===== src/st_io_consts.svh =====
`ifndef ST_IO_CONSTS_SVH
`define ST_IO_CONSTS_SVH

// Clock rates in Hz, 32 bit wide for the MFP accumulator
`define SYSTEM_CLOCK 32'd32_084_988
`define MFP_CLOCK    32'd2_457_600

// FIFO depths in bytes
`define MIDI_FIFO_DEPTH 16   // ACIA data writes
`define PAR_FIFO_DEPTH  4    // Printer port, small on purpose

// USB redirection codes, control word bits 27:26
// 0 nothing, 1 rs232, 2 printer, 3 midi
`define REDIR_PRINTER 2'd2

// Joystick word layout
// Bits 3:0 are the directions, bit 4 the fire button
`define JOY_FIRE_BIT 4

`endif


===== src/st_io_pkg.sv =====
package st_io_pkg;

	// Target of the IO controller's USB redirection
	typedef enum logic [1:0] {
		redir_none    = 2'd0,
		redir_rs232   = 2'd1,
		redir_printer = 2'd2,
		redir_midi    = 2'd3
	} redirect_e;

	// IO controller control word
	// Reset, floppy write protect and scanline bits live in reserved_lo
	typedef struct packed {
		logic [1:0]  reserved_hi;  // 31:30
		logic        blend;        // 29
		logic        spare;        // 28, unassigned
		redirect_e   redirect;     // 27:26
		logic [25:0] reserved_lo;
	} sys_ctrl_t;

	// Which FIFO a host byte came from
	typedef enum logic {
		src_midi     = 1'b0,
		src_parallel = 1'b1
	} host_src_e;

	// One beat on the host stream
	typedef struct packed {
		host_src_e  src;
		logic [7:0] data;
	} host_byte_t;

endpackage


===== src/mfp_clock_en.sv =====
`timescale 1ns/100ps

`include "st_io_consts.svh"

module mfp_clock_en (
	input  logic clk_32,
	input  logic reset,
	output logic mfp_en   // One clk_32 cycle per MFP tick
);

	// Fractional accumulator
	// Gains MFP_CLOCK per cycle, loses SYSTEM_CLOCK per pulse
	logic [31:0] acc;

	always_ff @(posedge clk_32) begin
		if (reset) begin
			acc    <= '0;
			mfp_en <= 1'b0;
		end else begin
			mfp_en <= 1'b0;   // Default low, single cycle pulse
			if (acc < `SYSTEM_CLOCK) begin
				acc <= acc + `MFP_CLOCK;
			end else begin
				// Wrap and keep the remainder so the average rate is exact
				acc    <= acc - `SYSTEM_CLOCK + `MFP_CLOCK;
				mfp_en <= 1'b1;
			end
		end
	end

	// Average pulse rate is 2.4576 MHz
	// The ratio is about 13, so pulses never touch

endmodule


===== src/byte_fifo.sv =====
`timescale 1ns/100ps

module byte_fifo #(
	parameter int DEPTH = 16
) (
	input  logic       clk_32,
	input  logic       reset,
	input  logic       in_valid,
	output logic       in_ready,
	input  logic [7:0] in_data,
	output logic       out_valid,
	input  logic       out_ready,
	output logic [7:0] out_data,
	output logic       full
);

	localparam int AW = (DEPTH > 1) ? $clog2(DEPTH) : 1;
	localparam int CW = $clog2(DEPTH + 1);

	logic [7:0]    mem [DEPTH];
	logic [AW-1:0] wr_ptr;
	logic [AW-1:0] rd_ptr;
	logic [CW-1:0] count;       // Includes the output register
	logic [CW-1:0] mem_count;   // Bytes still in the array
	logic          push;
	logic          pop;
	logic          load;        // Array to output register

	assign in_ready  = (count != CW'(DEPTH));
	assign full      = ~in_ready;
	assign push      = in_valid && in_ready;
	assign pop       = out_valid && out_ready;
	assign mem_count = count - CW'(out_valid);

	// Refill output stage when empty or being drained
	assign load = (mem_count != '0) && (!out_valid || out_ready);

	always_ff @(posedge clk_32) begin
		if (reset) begin
			wr_ptr    <= '0;
			rd_ptr    <= '0;
			count     <= '0;
			out_valid <= 1'b0;
		end else begin
			if (push)
				wr_ptr <= (wr_ptr == AW'(DEPTH - 1)) ? '0 : wr_ptr + 1'b1;
			if (load)
				rd_ptr <= (rd_ptr == AW'(DEPTH - 1)) ? '0 : rd_ptr + 1'b1;

			// Occupancy, push and pop may coincide
			case ({push, pop})
				2'b10:   count <= count + 1'b1;
				2'b01:   count <= count - 1'b1;
				default: count <= count;
			endcase

			if (load)
				out_valid <= 1'b1;
			else if (pop)
				out_valid <= 1'b0;   // Drained, nothing behind it
		end
	end

	// Storage and output data
	always_ff @(posedge clk_32) begin
		if (push)
			mem[wr_ptr] <= in_data;
		if (load)
			out_data <= mem[rd_ptr];   // Held while back-pressured
	end

endmodule


===== src/host_drain_fsm.sv =====
`timescale 1ns/100ps

module host_drain_fsm import st_io_pkg::*; (
	input  logic       clk_32,
	input  logic       reset,
	input  logic       midi_valid,   // MIDI FIFO head
	output logic       midi_ready,
	input  logic [7:0] midi_data,
	input  logic       par_valid,    // Parallel FIFO head
	output logic       par_ready,
	input  logic [7:0] par_data,
	output logic       host_valid,
	input  logic       host_ready,
	output host_byte_t host_beat
);

	typedef enum logic [1:0] {
		idle     = 2'd0,
		pop_midi = 2'd1,
		pop_par  = 2'd2,
		offer    = 2'd3
	} drain_state_e;

	drain_state_e state;
	drain_state_e state_nxt;
	host_src_e    last_served;
	logic         pick_midi;

	// Round robin when both are waiting
	always_comb begin
		if (midi_valid && par_valid)
			pick_midi = (last_served == src_parallel);
		else
			pick_midi = midi_valid;
	end

	always_comb begin
		state_nxt = state;
		case (state)
			idle: begin
				if (midi_valid || par_valid)
					state_nxt = pick_midi ? pop_midi : pop_par;
			end
			pop_midi: begin
				if (midi_valid)
					state_nxt = offer;
			end
			pop_par: begin
				if (par_valid)
					state_nxt = offer;
			end
			offer: begin
				if (host_ready)
					state_nxt = idle;   // Beat taken
			end
			default: state_nxt = idle;
		endcase
	end

	// Pops only happen in the pop states, never while offering
	assign midi_ready = (state == pop_midi);
	assign par_ready  = (state == pop_par);
	assign host_valid = (state == offer);

	always_ff @(posedge clk_32) begin
		if (reset) begin
			state       <= idle;
			last_served <= src_parallel;   // MIDI goes first
		end else begin
			state <= state_nxt;
			if (midi_ready && midi_valid)
				last_served <= src_midi;
			else if (par_ready && par_valid)
				last_served <= src_parallel;
		end
	end

	// Output register, held through the offer state
	always_ff @(posedge clk_32) begin
		if (midi_ready && midi_valid)
			host_beat <= '{src: src_midi, data: midi_data};
		else if (par_ready && par_valid)
			host_beat <= '{src: src_parallel, data: par_data};
	end

endmodule


===== src/printer_port.sv =====
`timescale 1ns/100ps

`include "st_io_consts.svh"

module printer_port import st_io_pkg::*; (
	input  sys_ctrl_t   ctrl,
	input  logic        fifo_full,          // Parallel out FIFO
	input  logic [15:0] joy2,
	input  logic [15:0] joy3,
	output logic        printer_busy,
	output logic [7:0]  parallel_in,
	output logic        parallel_in_strobe
);

	logic redir_to_printer;

	// Low active directions, bit 0 ends up as the nibble's MSB
	function automatic logic [3:0] dir_nibble(input logic [15:0] joy);
		logic [3:0] nib;
		for (int i = 0; i < 4; i++)
			nib[3-i] = ~joy[i];
		return nib;
	endfunction

	assign redir_to_printer = (ctrl.redirect == redirect_e'(`REDIR_PRINTER));

	// Busy comes from the FIFO when the host takes the printer data
	// Otherwise the gauntlet adapter puts joy2 fire on the busy line
	assign printer_busy = redir_to_printer ? fifo_full : joy2[`JOY_FIRE_BIT];

	// Extra joysticks share the printer data lines
	assign parallel_in = {dir_nibble(joy2), dir_nibble(joy3)};

	assign parallel_in_strobe = ~joy3[`JOY_FIRE_BIT];   // joy3 fire, low active

endmodule


===== src/st_io_bridge.sv =====
`timescale 1ns/100ps

`include "st_io_consts.svh"

module st_io_bridge import st_io_pkg::*; (
	input  logic        clk_32,
	input  logic        reset,
	input  sys_ctrl_t   ctrl,          // IO controller control word
	input  logic [15:0] joy2,
	input  logic [15:0] joy3,
	input  logic        midi_valid,    // ACIA data writes
	output logic        midi_ready,
	input  logic [7:0]  midi_data,
	input  logic        par_valid,     // Printer port writes
	output logic        par_ready,
	input  logic [7:0]  par_data,
	output logic        host_valid,    // Merged stream to the host
	input  logic        host_ready,
	output host_byte_t  host_beat,
	output logic        mfp_en,
	output logic        printer_busy,
	output logic [7:0]  parallel_in,
	output logic        parallel_in_strobe
);

	// FIFO heads towards the drain FSM
	logic       midi_q_valid;
	logic       midi_q_ready;
	logic [7:0] midi_q_data;
	logic       par_q_valid;
	logic       par_q_ready;
	logic [7:0] par_q_data;
	logic       par_full;

	mfp_clock_en u_mfp_clk (
		.clk_32 (clk_32),
		.reset  (reset),
		.mfp_en (mfp_en)
	);

	byte_fifo #(.DEPTH(`MIDI_FIFO_DEPTH)) u_midi_fifo (
		.clk_32    (clk_32),
		.reset     (reset),
		.in_valid  (midi_valid),
		.in_ready  (midi_ready),
		.in_data   (midi_data),
		.out_valid (midi_q_valid),
		.out_ready (midi_q_ready),
		.out_data  (midi_q_data),
		.full      ()
	);

	byte_fifo #(.DEPTH(`PAR_FIFO_DEPTH)) u_par_fifo (
		.clk_32    (clk_32),
		.reset     (reset),
		.in_valid  (par_valid),
		.in_ready  (par_ready),
		.in_data   (par_data),
		.out_valid (par_q_valid),
		.out_ready (par_q_ready),
		.out_data  (par_q_data),
		.full      (par_full)       // Printer busy source
	);

	host_drain_fsm u_drain (
		.clk_32     (clk_32),
		.reset      (reset),
		.midi_valid (midi_q_valid),
		.midi_ready (midi_q_ready),
		.midi_data  (midi_q_data),
		.par_valid  (par_q_valid),
		.par_ready  (par_q_ready),
		.par_data   (par_q_data),
		.host_valid (host_valid),
		.host_ready (host_ready),
		.host_beat  (host_beat)
	);

	printer_port u_printer (
		.ctrl               (ctrl),
		.fifo_full          (par_full),
		.joy2               (joy2),
		.joy3               (joy3),
		.printer_busy       (printer_busy),
		.parallel_in        (parallel_in),
		.parallel_in_strobe (parallel_in_strobe)
	);

endmodule


===== config.mk =====
export PLATFORM = sky130hd
export DESIGN_NAME = st_io_bridge
export DESIGN_NICKNAME = d
export VERILOG_FILES = /design/src/st_io_pkg.sv /design/src/mfp_clock_en.sv /design/src/byte_fifo.sv /design/src/host_drain_fsm.sv /design/src/printer_port.sv /design/src/st_io_bridge.sv
export VERILOG_INCLUDE_DIRS = /design/src
export SDC_FILE = /design/constraint.sdc
export NUM_CORES = 1
export LEC_CHECK = 0
export BUFFER_PORTS_ARGS = -buffer_cell sky130_fd_sc_hd__buf_2
export CAP_MARGIN = 20
export CORE_MARGIN = 2
export CORE_UTILIZATION = 53
export DETAILED_ROUTE_END_ITERATION = 8
export PLACE_DENSITY = 0.78
export SETUP_SLACK_MARGIN = 0.05
export SYNTH_ARGS = -nofsm -noshare
export SYNTH_HDL_FRONTEND = slang
export SYNTH_SLANG_ARGS = --single-unit

===== constraint.sdc =====
create_clock -name clk_32 -period 2.81 [get_ports clk_32]
set_clock_uncertainty 0.1 [all_clocks]
set_input_delay 0.1405 -clock clk_32 [delete_from_list [all_inputs] [get_ports clk_32]]
set_output_delay 0.1405 -clock clk_32 [all_outputs]
set_load 0.01 [all_outputs]

==> qor.log, run 1 <==
[pwr] Comb power frac 28.3%
[grt] Most Crowded Layer GR met2
[clocking] number of levels in the clock H-tree 1
[pwr] Leakage 4.279 nW
[yosys] flip-flop cell with the highest count after synthesis sky130_fd_sc_hd__edfxtp_1
[sta] Finish-stage setup viols 0
[status] result of the run finished, violations left
[setup_path] slack of the worst reg-to-reg path 0.13 ns
[pwr] Peak VDD IR 0.0005420 V
[grt] met1 capacity usage during global routing 26.21%
[setup_path] endpoint required time on the critical path 3.10 ns
[yosys] fraction of registers with async set/reset 0%
[floorplanning] Total Die Area 20490 sq um
[sta] Final Slew Violations 0
[routing] sum of routed wire length over all layers 20360 um
[pwr] internal portion of total power 7.877 mW
[routing] count of routing violations after the opening detailed-route iteration 519
[yosys] Syn Inst Count 681
[final_layout] Area growth syn-to-layout 16.94%
[clocking] clock tree from TritonCTS built
[sta] relative slew slack 39.44%
[setup_path] worst-path maximum fanout 13
[final_layout] net count reported at finish 887
[pwr] fraction of power consumed by sequential logic 43.0%
[sta] worst-case hold slack -0.003797 ns
[yosys] mean instance size in the synthesized netlist 15.07 sq um
[place] Placed Cells 989
[floorplanning] FP Rows 50
[pwr] Switching Power 3.317 mW
[yosys] post-synth top area share 53.84%
[grt] vias in the first global route 6265
[place] half-perimeter wire length of the detailed placement result 13240 um
[grt] initial antenna violation count 0
[final_layout] layout cells sized above 1 26.83%
[final_layout] number of inserted diodes 0
[sta] actual transition at the worst max-transition pin 0.9084 ns
[floorplanning] io pins 108
[floorplanning] area inside the core boundary 18830 sq um
[floorplanning] die outline width 143.2 um
[routing] ANT nets after route 0
[clocking] number of buffers created by CTS 24
[yosys] ranking of synthesized cells by instance count sky130_fd_sc_hd__edfxtp_1 (184), sky130_fd_sc_hd__nor2_1 (58), sky130_fd_sc_hd__dfxtp_1 (57), sky130_fd_sc_hd__mux4_2 (48), sky130_fd_sc_hd__a21oi_1 (33)
[routing] number of iterations in the first detailed-routing pass 5
[routing] post-detailed-route via-to-cell ratio 5.728
[sta] number of endpoints with negative hold slack in the final report 1
[grt] pin count of the biggest net entering global routing 49
[sta] sum of negative setup slack 0 ns
[grt] met2 layer usage reported by global route 35.43%
[setup_path] kind of start point of the critical path flop
[setup_path] cell with the largest stage delay on the worst path sky130_fd_sc_hd__dfxtp_1
[grt] first-pass GRT wire length 32420 um
[routing] Vias 6037
[floorplanning] starting density of the core 54.50%
[setup_path] critical path start-end classification flop to flop
[sta] final critical-path required period 2.676 ns
[yosys] number of flops mapped to enable cells by yosys 184
[yosys] number of nets in the synthesized netlist 792
[grt] GR Util met3 3.018%
[setup_path] Largest stage delay, worst path 0.43 ns
[floorplanning] vertical extent of the die 143.2 um
[place] gpl congestion 0.8107
[job] max capacitance violation total 0
[clocking] CTS sink cnt 241
[routing] wire per inst 19.31 um
[setup_path] category of the worst setup path capture point flop
[clocking] clock transition at the register clock pins on the worst setup and hold paths after CTS 0.06 ns
[routing] remaining routing DRC violations 0
[final_layout] non-filler instance count after layout 1054
[yosys] library cells used by synthesis 65
[clocking] root cell of the clock tree sky130_fd_sc_hd__clkbuf_16
[yosys] register bit total from synthesis 241
[status] failing checks negative hold slack
[pwr] fraction of power spent switching nets 29.63%
[sta] setup repair after global routing missed its margin false
[hold_path] Tightest Hold Check Type input pin to flop
[clocking] maximum clock path buffer count 3
[yosys] mapped cell area 10260 sq um
[yosys] leading cell type by number of instances after synthesis sky130_fd_sc_hd__edfxtp_1
[yosys] sequential share of the synthesized area 64.96%
[grt] GRT Total Usage 20.34%
[setup_path] cells along the critical path ha_1 > nand4_1 > o311ai_4 > and2_2 > buf_12 > nor2_4 > a21oi_1 > mux2_1
[sta] Highest Clock Rate 373.8 MHz
[yosys] main area contributors after synthesis sky130_fd_sc_hd__edfxtp_1 (54%), sky130_fd_sc_hd__dfxtp_1 (11%), sky130_fd_sc_hd__mux4_2 (11%)
[pwr] clock share of power 28.7%
[sta] portion of the clock cycle consumed by the worst path in the final layout 95.22%
[grt] grt ovf 0
[place] number of port buffers 55
[setup_path] Arr. time, crit path 2.96 ns
[yosys] number of warnings reported in the yosys synthesis log 0
[yosys] largest area contributor in the synthesized netlist sky130_fd_sc_hd__edfxtp_1
[clocking] Worst-Skew Late Latency 0.51 ns
[pwr] power density over the cells 932.9 nW/um^2
==> cell type report <==
type / instances / area, sq um
fillers: 1294 / 6830
flip-flops and latches: 241 / 6671
multi-input cells: 377 / 3400
repair buffers: 101 / 688.2
clock buffers: 33 / 665.6
well taps: 260 / 325.3
clock inverters: 11 / 128.9
inverters: 31 / 121.4
==> placed cells by master (no fill, tap or decap), types with 4 or more instances in the layout <==
cell / n
sky130_fd_sc_hd__a21oi_1: 31
sky130_fd_sc_hd__and3_1: 5
sky130_fd_sc_hd__buf_2: 55
sky130_fd_sc_hd__buf_4: 27
sky130_fd_sc_hd__clkbuf_1: 7
sky130_fd_sc_hd__clkbuf_16: 25
sky130_fd_sc_hd__clkinv_2: 4
sky130_fd_sc_hd__dfxtp_1: 53
sky130_fd_sc_hd__dfxtp_2: 4
sky130_fd_sc_hd__dlygate4sd3_1: 17
sky130_fd_sc_hd__edfxtp_1: 184
sky130_fd_sc_hd__ha_1: 23
sky130_fd_sc_hd__inv_1: 29
sky130_fd_sc_hd__mux2_1: 4
sky130_fd_sc_hd__mux2_2: 9
sky130_fd_sc_hd__mux2i_1: 8
sky130_fd_sc_hd__mux4_2: 48
sky130_fd_sc_hd__nand2_1: 27
sky130_fd_sc_hd__nand2b_1: 7
sky130_fd_sc_hd__nand3_1: 5
sky130_fd_sc_hd__nor2_1: 58
sky130_fd_sc_hd__nor2b_1: 6
sky130_fd_sc_hd__nor3_1: 11
sky130_fd_sc_hd__o21a_1: 5
sky130_fd_sc_hd__o21ai_0: 18
sky130_fd_sc_hd__o21ai_1: 7
sky130_fd_sc_hd__o22ai_1: 5
sky130_fd_sc_hd__or2_2: 5
sky130_fd_sc_hd__or3_1: 10
sky130_fd_sc_hd__xnor2_1: 6
sky130_fd_sc_hd__xor2_1: 19
==> cells by family after synthesis <==
group	Yosys count	share of synthesized area [%]
flip-flops	241	64.96
multiplexers	70	12.89
AO/OA/AOI/OAI	101	6.816
buffers and inverters	63	2.438
adder cells (fa/ha/maj)	26	3.243
AND/OR/NAND/NOR	154	7.437
XOR/XNOR	26	2.219
==> stage by stage <==
step	power [mW]	utilization (%)	cell area [sq um]	setup WS, ns
global route	11.77	63.73	12000	0.03288
CTS	11.20	63.44	11950	0.05829
floorplan	7.197	-	10330	0.05899
detailed placement	7.949	58.29	10980	0.03471
finish	11.19	63.73	12000	0.1344
global placement	7.742	58.29	10980	0.2037
==> critical path: cells and delay by family, from the launching register on <==
family / cells / cell delay, ns
simple gates: 3 / 0.63
compound gates: 2 / 0.61
flops: 1 / 0.43
mux: 1 / 0.34
fa+ha+maj: 1 / 0.28
buf+inv: 1 / 0.16
==> repair_timing <==
action,4_1_cts,5_1_grt
hold endpoints to repair,162,0
setup endpoints to repair,1,9
setup buffers,0,3
resized for setup,3,6
pin swaps,0,2
hold buffers,17,0
==> final timing paths <==
path,endpoint,cells past startpoint,from
max,u_mfp_clk.acc[18],8,u_mfp_clk.acc[2]
max reg2reg,u_mfp_clk.acc[18],8,u_mfp_clk.acc[2]
min,u_midi_fifo.wr_ptr[1],5,midi_valid
min reg2reg,u_drain.host_beat[8],1,u_drain.host_beat[8]
==> sequential cells by signal (all words and copies together), names as in the netlist, 2 cells and up <==
name and count:
u_drain.state 2, u_midi_fifo.rd_ptr 4, u_par_fifo.mem 32, u_midi_fifo.out_data 8
u_midi_fifo.wr_ptr 4, u_par_fifo.out_data 8, u_par_fifo.count 3, u_mfp_clk.acc 30
u_midi_fifo.count 5, u_midi_fifo.mem 128, u_par_fifo.wr_ptr 2, u_par_fifo.rd_ptr 2
u_drain.host_beat 9
==> power groups by stage <==
stage	clock, mW	sequential, mW	combinational [mW]
global placement	0	4.84	2.90
detailed placement	0	4.89	3.06
finish	3.21	4.82	3.17
floorplan	0	4.72	2.48
CTS	3.27	4.82	3.12
global route	3.38	4.88	3.51
==> routing by layer <==
layer / vias to the layer above / share of wire [%] / wire, um
met1: 3042 / 42 / 8483
met3: 48 / 4.2 / 864
li1: 2776 / - / -
met5: - / 0 / 0
met4: 0 / 2.9 / 591
met2: 171 / 51 / 10420
Note: power is estimated with default switching activity, not from simulation.
==> inputs of run 2 (changes only) <==
- CORE_ASPECT_RATIO: default -> 0.9
==> qor.log, run 2 (synthesis gave the netlist of run 1 again) <==
[status] result of the run finished, violations left [unchanged]
[status] failing checks negative hold slack [unchanged]
[grt] initial antenna violation count 1 [was 0]
[clocking] maximum clock path buffer count 3 [unchanged]
[clocking] clock tree from TritonCTS built [unchanged]
[setup_path] cell with the largest stage delay on the worst path sky130_fd_sc_hd__dfxtp_4 [was sky130_fd_sc_hd__dfxtp_1]
[sta] final critical-path required period 2.677 ns [was 2.676 ns]
[place] post-place instance area 10930 sq um [was 10980 sq um]
[floorplanning] FP Rows 48 [was 50]
[setup_path] family with the most delay on the worst path simple AND/OR/NAND/NOR gates [unchanged]
[routing] remaining routing DRC violations 0 [unchanged]
[sta] worst-case hold slack -0.005656 ns [was -0.003797 ns]
[routing] number of iterations in the first detailed-routing pass 5 [unchanged]
[final_layout] layout cells sized above 1 25.60% [was 26.83%]
[final_layout] largest register by flop count u_midi_fifo.mem [unchanged]
[setup_path] library cell appearing most often on the critical path sky130_fd_sc_hd__a21oi_2
[pwr] power density over the cells 927.4 nW/um^2 [was 932.9 nW/um^2]
[setup_path] kind of start point of the critical path flop [unchanged]
[place] worst-case setup slack after placement 0.06743 ns [was 0.03471 ns]
[floorplanning] die outline width 150.7 um [was 143.2 um]
[grt] grt ovf 0 [unchanged]
[setup_path] category of the worst setup path capture point flop [unchanged]
[sta] Final Slew Violations 0 [unchanged]
[grt] vias in the first global route 6108 [was 6265]
[final_layout] biggest regs u_midi_fifo.mem (128), u_par_fifo.mem (32), u_mfp_clk.acc (30) [unchanged]
[setup_path] worst-path maximum fanout 5 [was 13]
[final_layout] cell area after layout 11890 sq um [was 12000 sq um]
[clocking] clock transition at the register clock pins on the worst setup and hold paths after CTS 0.06 ns [about the same]
[setup_path] Largest stage delay, worst path 0.37 ns [was 0.43 ns]
[final_layout] area occupied by multi-input gates 3405 sq um [was 3400 sq um]
[setup_path] cells along the critical path nor4_4 > nand2_1 > and2_4 > inv_6 > ha_4 > xor2_2 > ha_2 > a21boi_4 > o22a_1 > a21oi_2 > xor2_1 > or3_1 > a21oi_2 [was ha_1 > nand4_1 > o311ai_4 > and2_2 > buf_12 > nor2_4 > a21oi_1 > mux2_1]
[final_layout] number of fillers in the final layout 1371 [was 1294]
[routing] count of routing violations after the opening detailed-route iteration 513 [was 519]
[clocking] root cell of the clock tree sky130_fd_sc_hd__clkbuf_16 [unchanged]
[floorplanning] starting density of the core 53.73% [was 54.50%]
[final_layout] Area growth syn-to-layout 15.84% [was 16.94%]
[pwr] sum of internal, switching and leakage power 11.03 mW [was 11.19 mW]
[place] gpl congestion 0.7929 [was 0.8107]
[place] Placed Cells 976 [was 989]
[place] half-perimeter wire length of the detailed placement result 13270 um [was 13240 um]
[final_layout] net count reported at finish 883 [was 887]
[grt] pin count of the biggest net entering global routing 43 [was 49]
[sta] relative slew slack 30.99% [was 39.44%]
[floorplanning] io pins 108 [unchanged]
[setup_path] endpoint required time on the critical path 3.16 ns [was 3.10 ns]
[routing] post-detailed-route via-to-cell ratio 5.836 [was 5.728]
[setup_path] Arr. time, crit path 3.02 ns [was 2.96 ns]
[floorplanning] vertical extent of the die 136.0 um [was 143.2 um]
[clocking] number of buffers created by CTS 24 [unchanged]
[pwr] Leakage 4.199 nW [was 4.279 nW]
[sta] Highest Clock Rate 373.5 MHz [was 373.8 MHz]
[final_layout] area used by sequential logic in the layout 6673 sq um [was 6671 sq um]
[grt] met2 layer usage reported by global route 35.83% [was 35.43%]
[setup_path] WP buf/inv 1 [unchanged]
[routing] ANT nets after route 0 [unchanged]
[routing] Vias 6069 [was 6037]
[final_layout] most frequent cells in the layout sky130_fd_sc_hd__edfxtp_1 (184), sky130_fd_sc_hd__nor2_1 (58), sky130_fd_sc_hd__buf_2 (55), sky130_fd_sc_hd__dfxtp_1 (54), sky130_fd_sc_hd__mux4_2 (48) [was sky130_fd_sc_hd__edfxtp_1 (184), sky130_fd_sc_hd__nor2_1 (58), sky130_fd_sc_hd__buf_2 (55), sky130_fd_sc_hd__dfxtp_1 (53), sky130_fd_sc_hd__mux4_2 (48)]
[setup_path] critical path start-end classification flop to flop [unchanged]
[final_layout] max FFs per register 128 [unchanged]
[sta] portion of the clock cycle consumed by the worst path in the final layout 95.27% [was 95.22%]
[sta] actual transition at the worst max-transition pin 1.035 ns [was 0.9084 ns]
[sta] number of endpoints with negative hold slack in the final report 1 [unchanged]
[setup_path] Reg-to-Reg Start u_midi_fifo.count[0] [was u_mfp_clk.acc[2]]
[final_layout] non-filler instance count after layout 1040 [was 1054]
[clocking] CTS sink cnt 241 [unchanged]
[setup_path] worst setup path startpoint u_midi_fifo.count[0] [was u_mfp_clk.acc[2]]
[floorplanning] area inside the core boundary 19100 sq um [was 18830 sq um]
[hold_path] hold_sp midi_valid [unchanged]
[hold_path] Tightest Hold Check Type input pin to flop [unchanged]
[final_layout] commonest non-fill, non-tap cell in the layout sky130_fd_sc_hd__edfxtp_1 [unchanged]
[grt] Most Crowded Layer GR met2 [unchanged]
[grt] first-pass GRT wire length 32350 um [was 32420 um]
[job] max capacitance violation total 0 [unchanged]
[sta] sum of negative setup slack 0 ns [unchanged]
[grt] GRT Total Usage 20.63% [was 20.34%]
[floorplanning] Total Die Area 20490 sq um [about the same]
[pwr] Peak VDD IR 0.0005486 V [was 0.0005420 V]
[routing] sum of routed wire length over all layers 20800 um [was 20360 um]
[clocking] Worst-Skew Late Latency 0.51 ns [about the same]
[routing] wire per inst 20.00 um [was 19.31 um]
[place] number of port buffers 55 [unchanged]
[sta] setup repair after global routing missed its margin true [was false]
[grt] met1 capacity usage during global routing 27.01% [was 26.21%]
[sta] crit path setup slack, layout 0.1328 ns [was 0.1344 ns]
[clocking] number of levels in the clock H-tree 1 [unchanged]
[grt] GR Util met3 3.322% [was 3.018%]
[sta] Finish-stage setup viols 0 [unchanged]
[run 2: changes by cell type in the layout (fill, tap and decap cells not counted), moves of 2 or more]
cell                        delta
sky130_fd_sc_hd__clkinv_2      -3
sky130_fd_sc_hd__dfxtp_2       -2
sky130_fd_sc_hd__clkbuf_1      +4
sky130_fd_sc_hd__bufinv_16     -2
sky130_fd_sc_hd__buf_4         -3
[run 2: layout make-up]
type | count | area share [%]
Antenna cell | 1 | 0.02105
Clock buffer | 36 | 5.610
Clock inverter | 7 | 0.5157
Inverter | 31 | 1.021
Multi-Input combinational cell | 377 | 28.64
Sequential cell | 241 | 56.13
Tap cell | 250 | 2.631
Timing Repair Buffer | 97 | 5.431
[run 2: what timing repair did]
action,4_1_cts,5_1_grt
hold endpoints to repair,162,0
hold buffers,17,0
setup endpoints to repair,1,1
buffers inserted,0,3
gates resized for setup,1,8
pin swaps,0,3
[run 2: metal layers]
metal  share of wire [%]  up-vias
met5                   0        -
met4                 2.6        0
met3                 5.3       40
met2                  51      185
met1                  41     3054
li1                    -     2790
[run 2: path summary, 6_finish.rpt]
kind                      endpoint  slack [ns]  cells past startpoint
max           u_midi_fifo.count[4]        0.13                     13
min          u_midi_fifo.wr_ptr[1]      -0.006                      5
max reg2reg   u_midi_fifo.count[4]        0.13                     13
min reg2reg   u_drain.host_beat[8]        0.37                      1
[run 2: worst reg2reg max path, delay by kind of cell (launching register included)]
family | cells | cell delay [ns]
adder cells (fa/ha/maj) | 2 | 0.38
XOR/XNOR | 2 | 0.28
AND/OR/NAND/NOR | 4 | 0.86
buffers and inverters | 1 | 0.08
AO/OA/AOI/OAI | 4 | 0.55
flip-flops | 1 | 0.37
[run 2: power breakdown]
| part | total [mW] | switching, mW | leakage (nW) | internal, mW |
|---|---|---|---|---|
| Clock | 3.00 | 1.27 | 0.344 | 1.73 |
| Combinational | 3.16 | 1.64 | 1.71 | 1.53 |
| Sequential | 4.86 | 0.453 | 2.15 | 4.41 |
| Total | 11.0 | 3.36 | 4.20 | 7.67 |
[run 2: stage by stage]
stage	hold WS, ns	util [%]
6_report	-0.005656	62.24
5_1_grt	0.006253	62.23
4_1_cts	0.03552	61.94
3_5_place_dp	0.2602	57.23
3_3_place_gp	0.2494	57.23
2_1_floorplan	0.1394	-
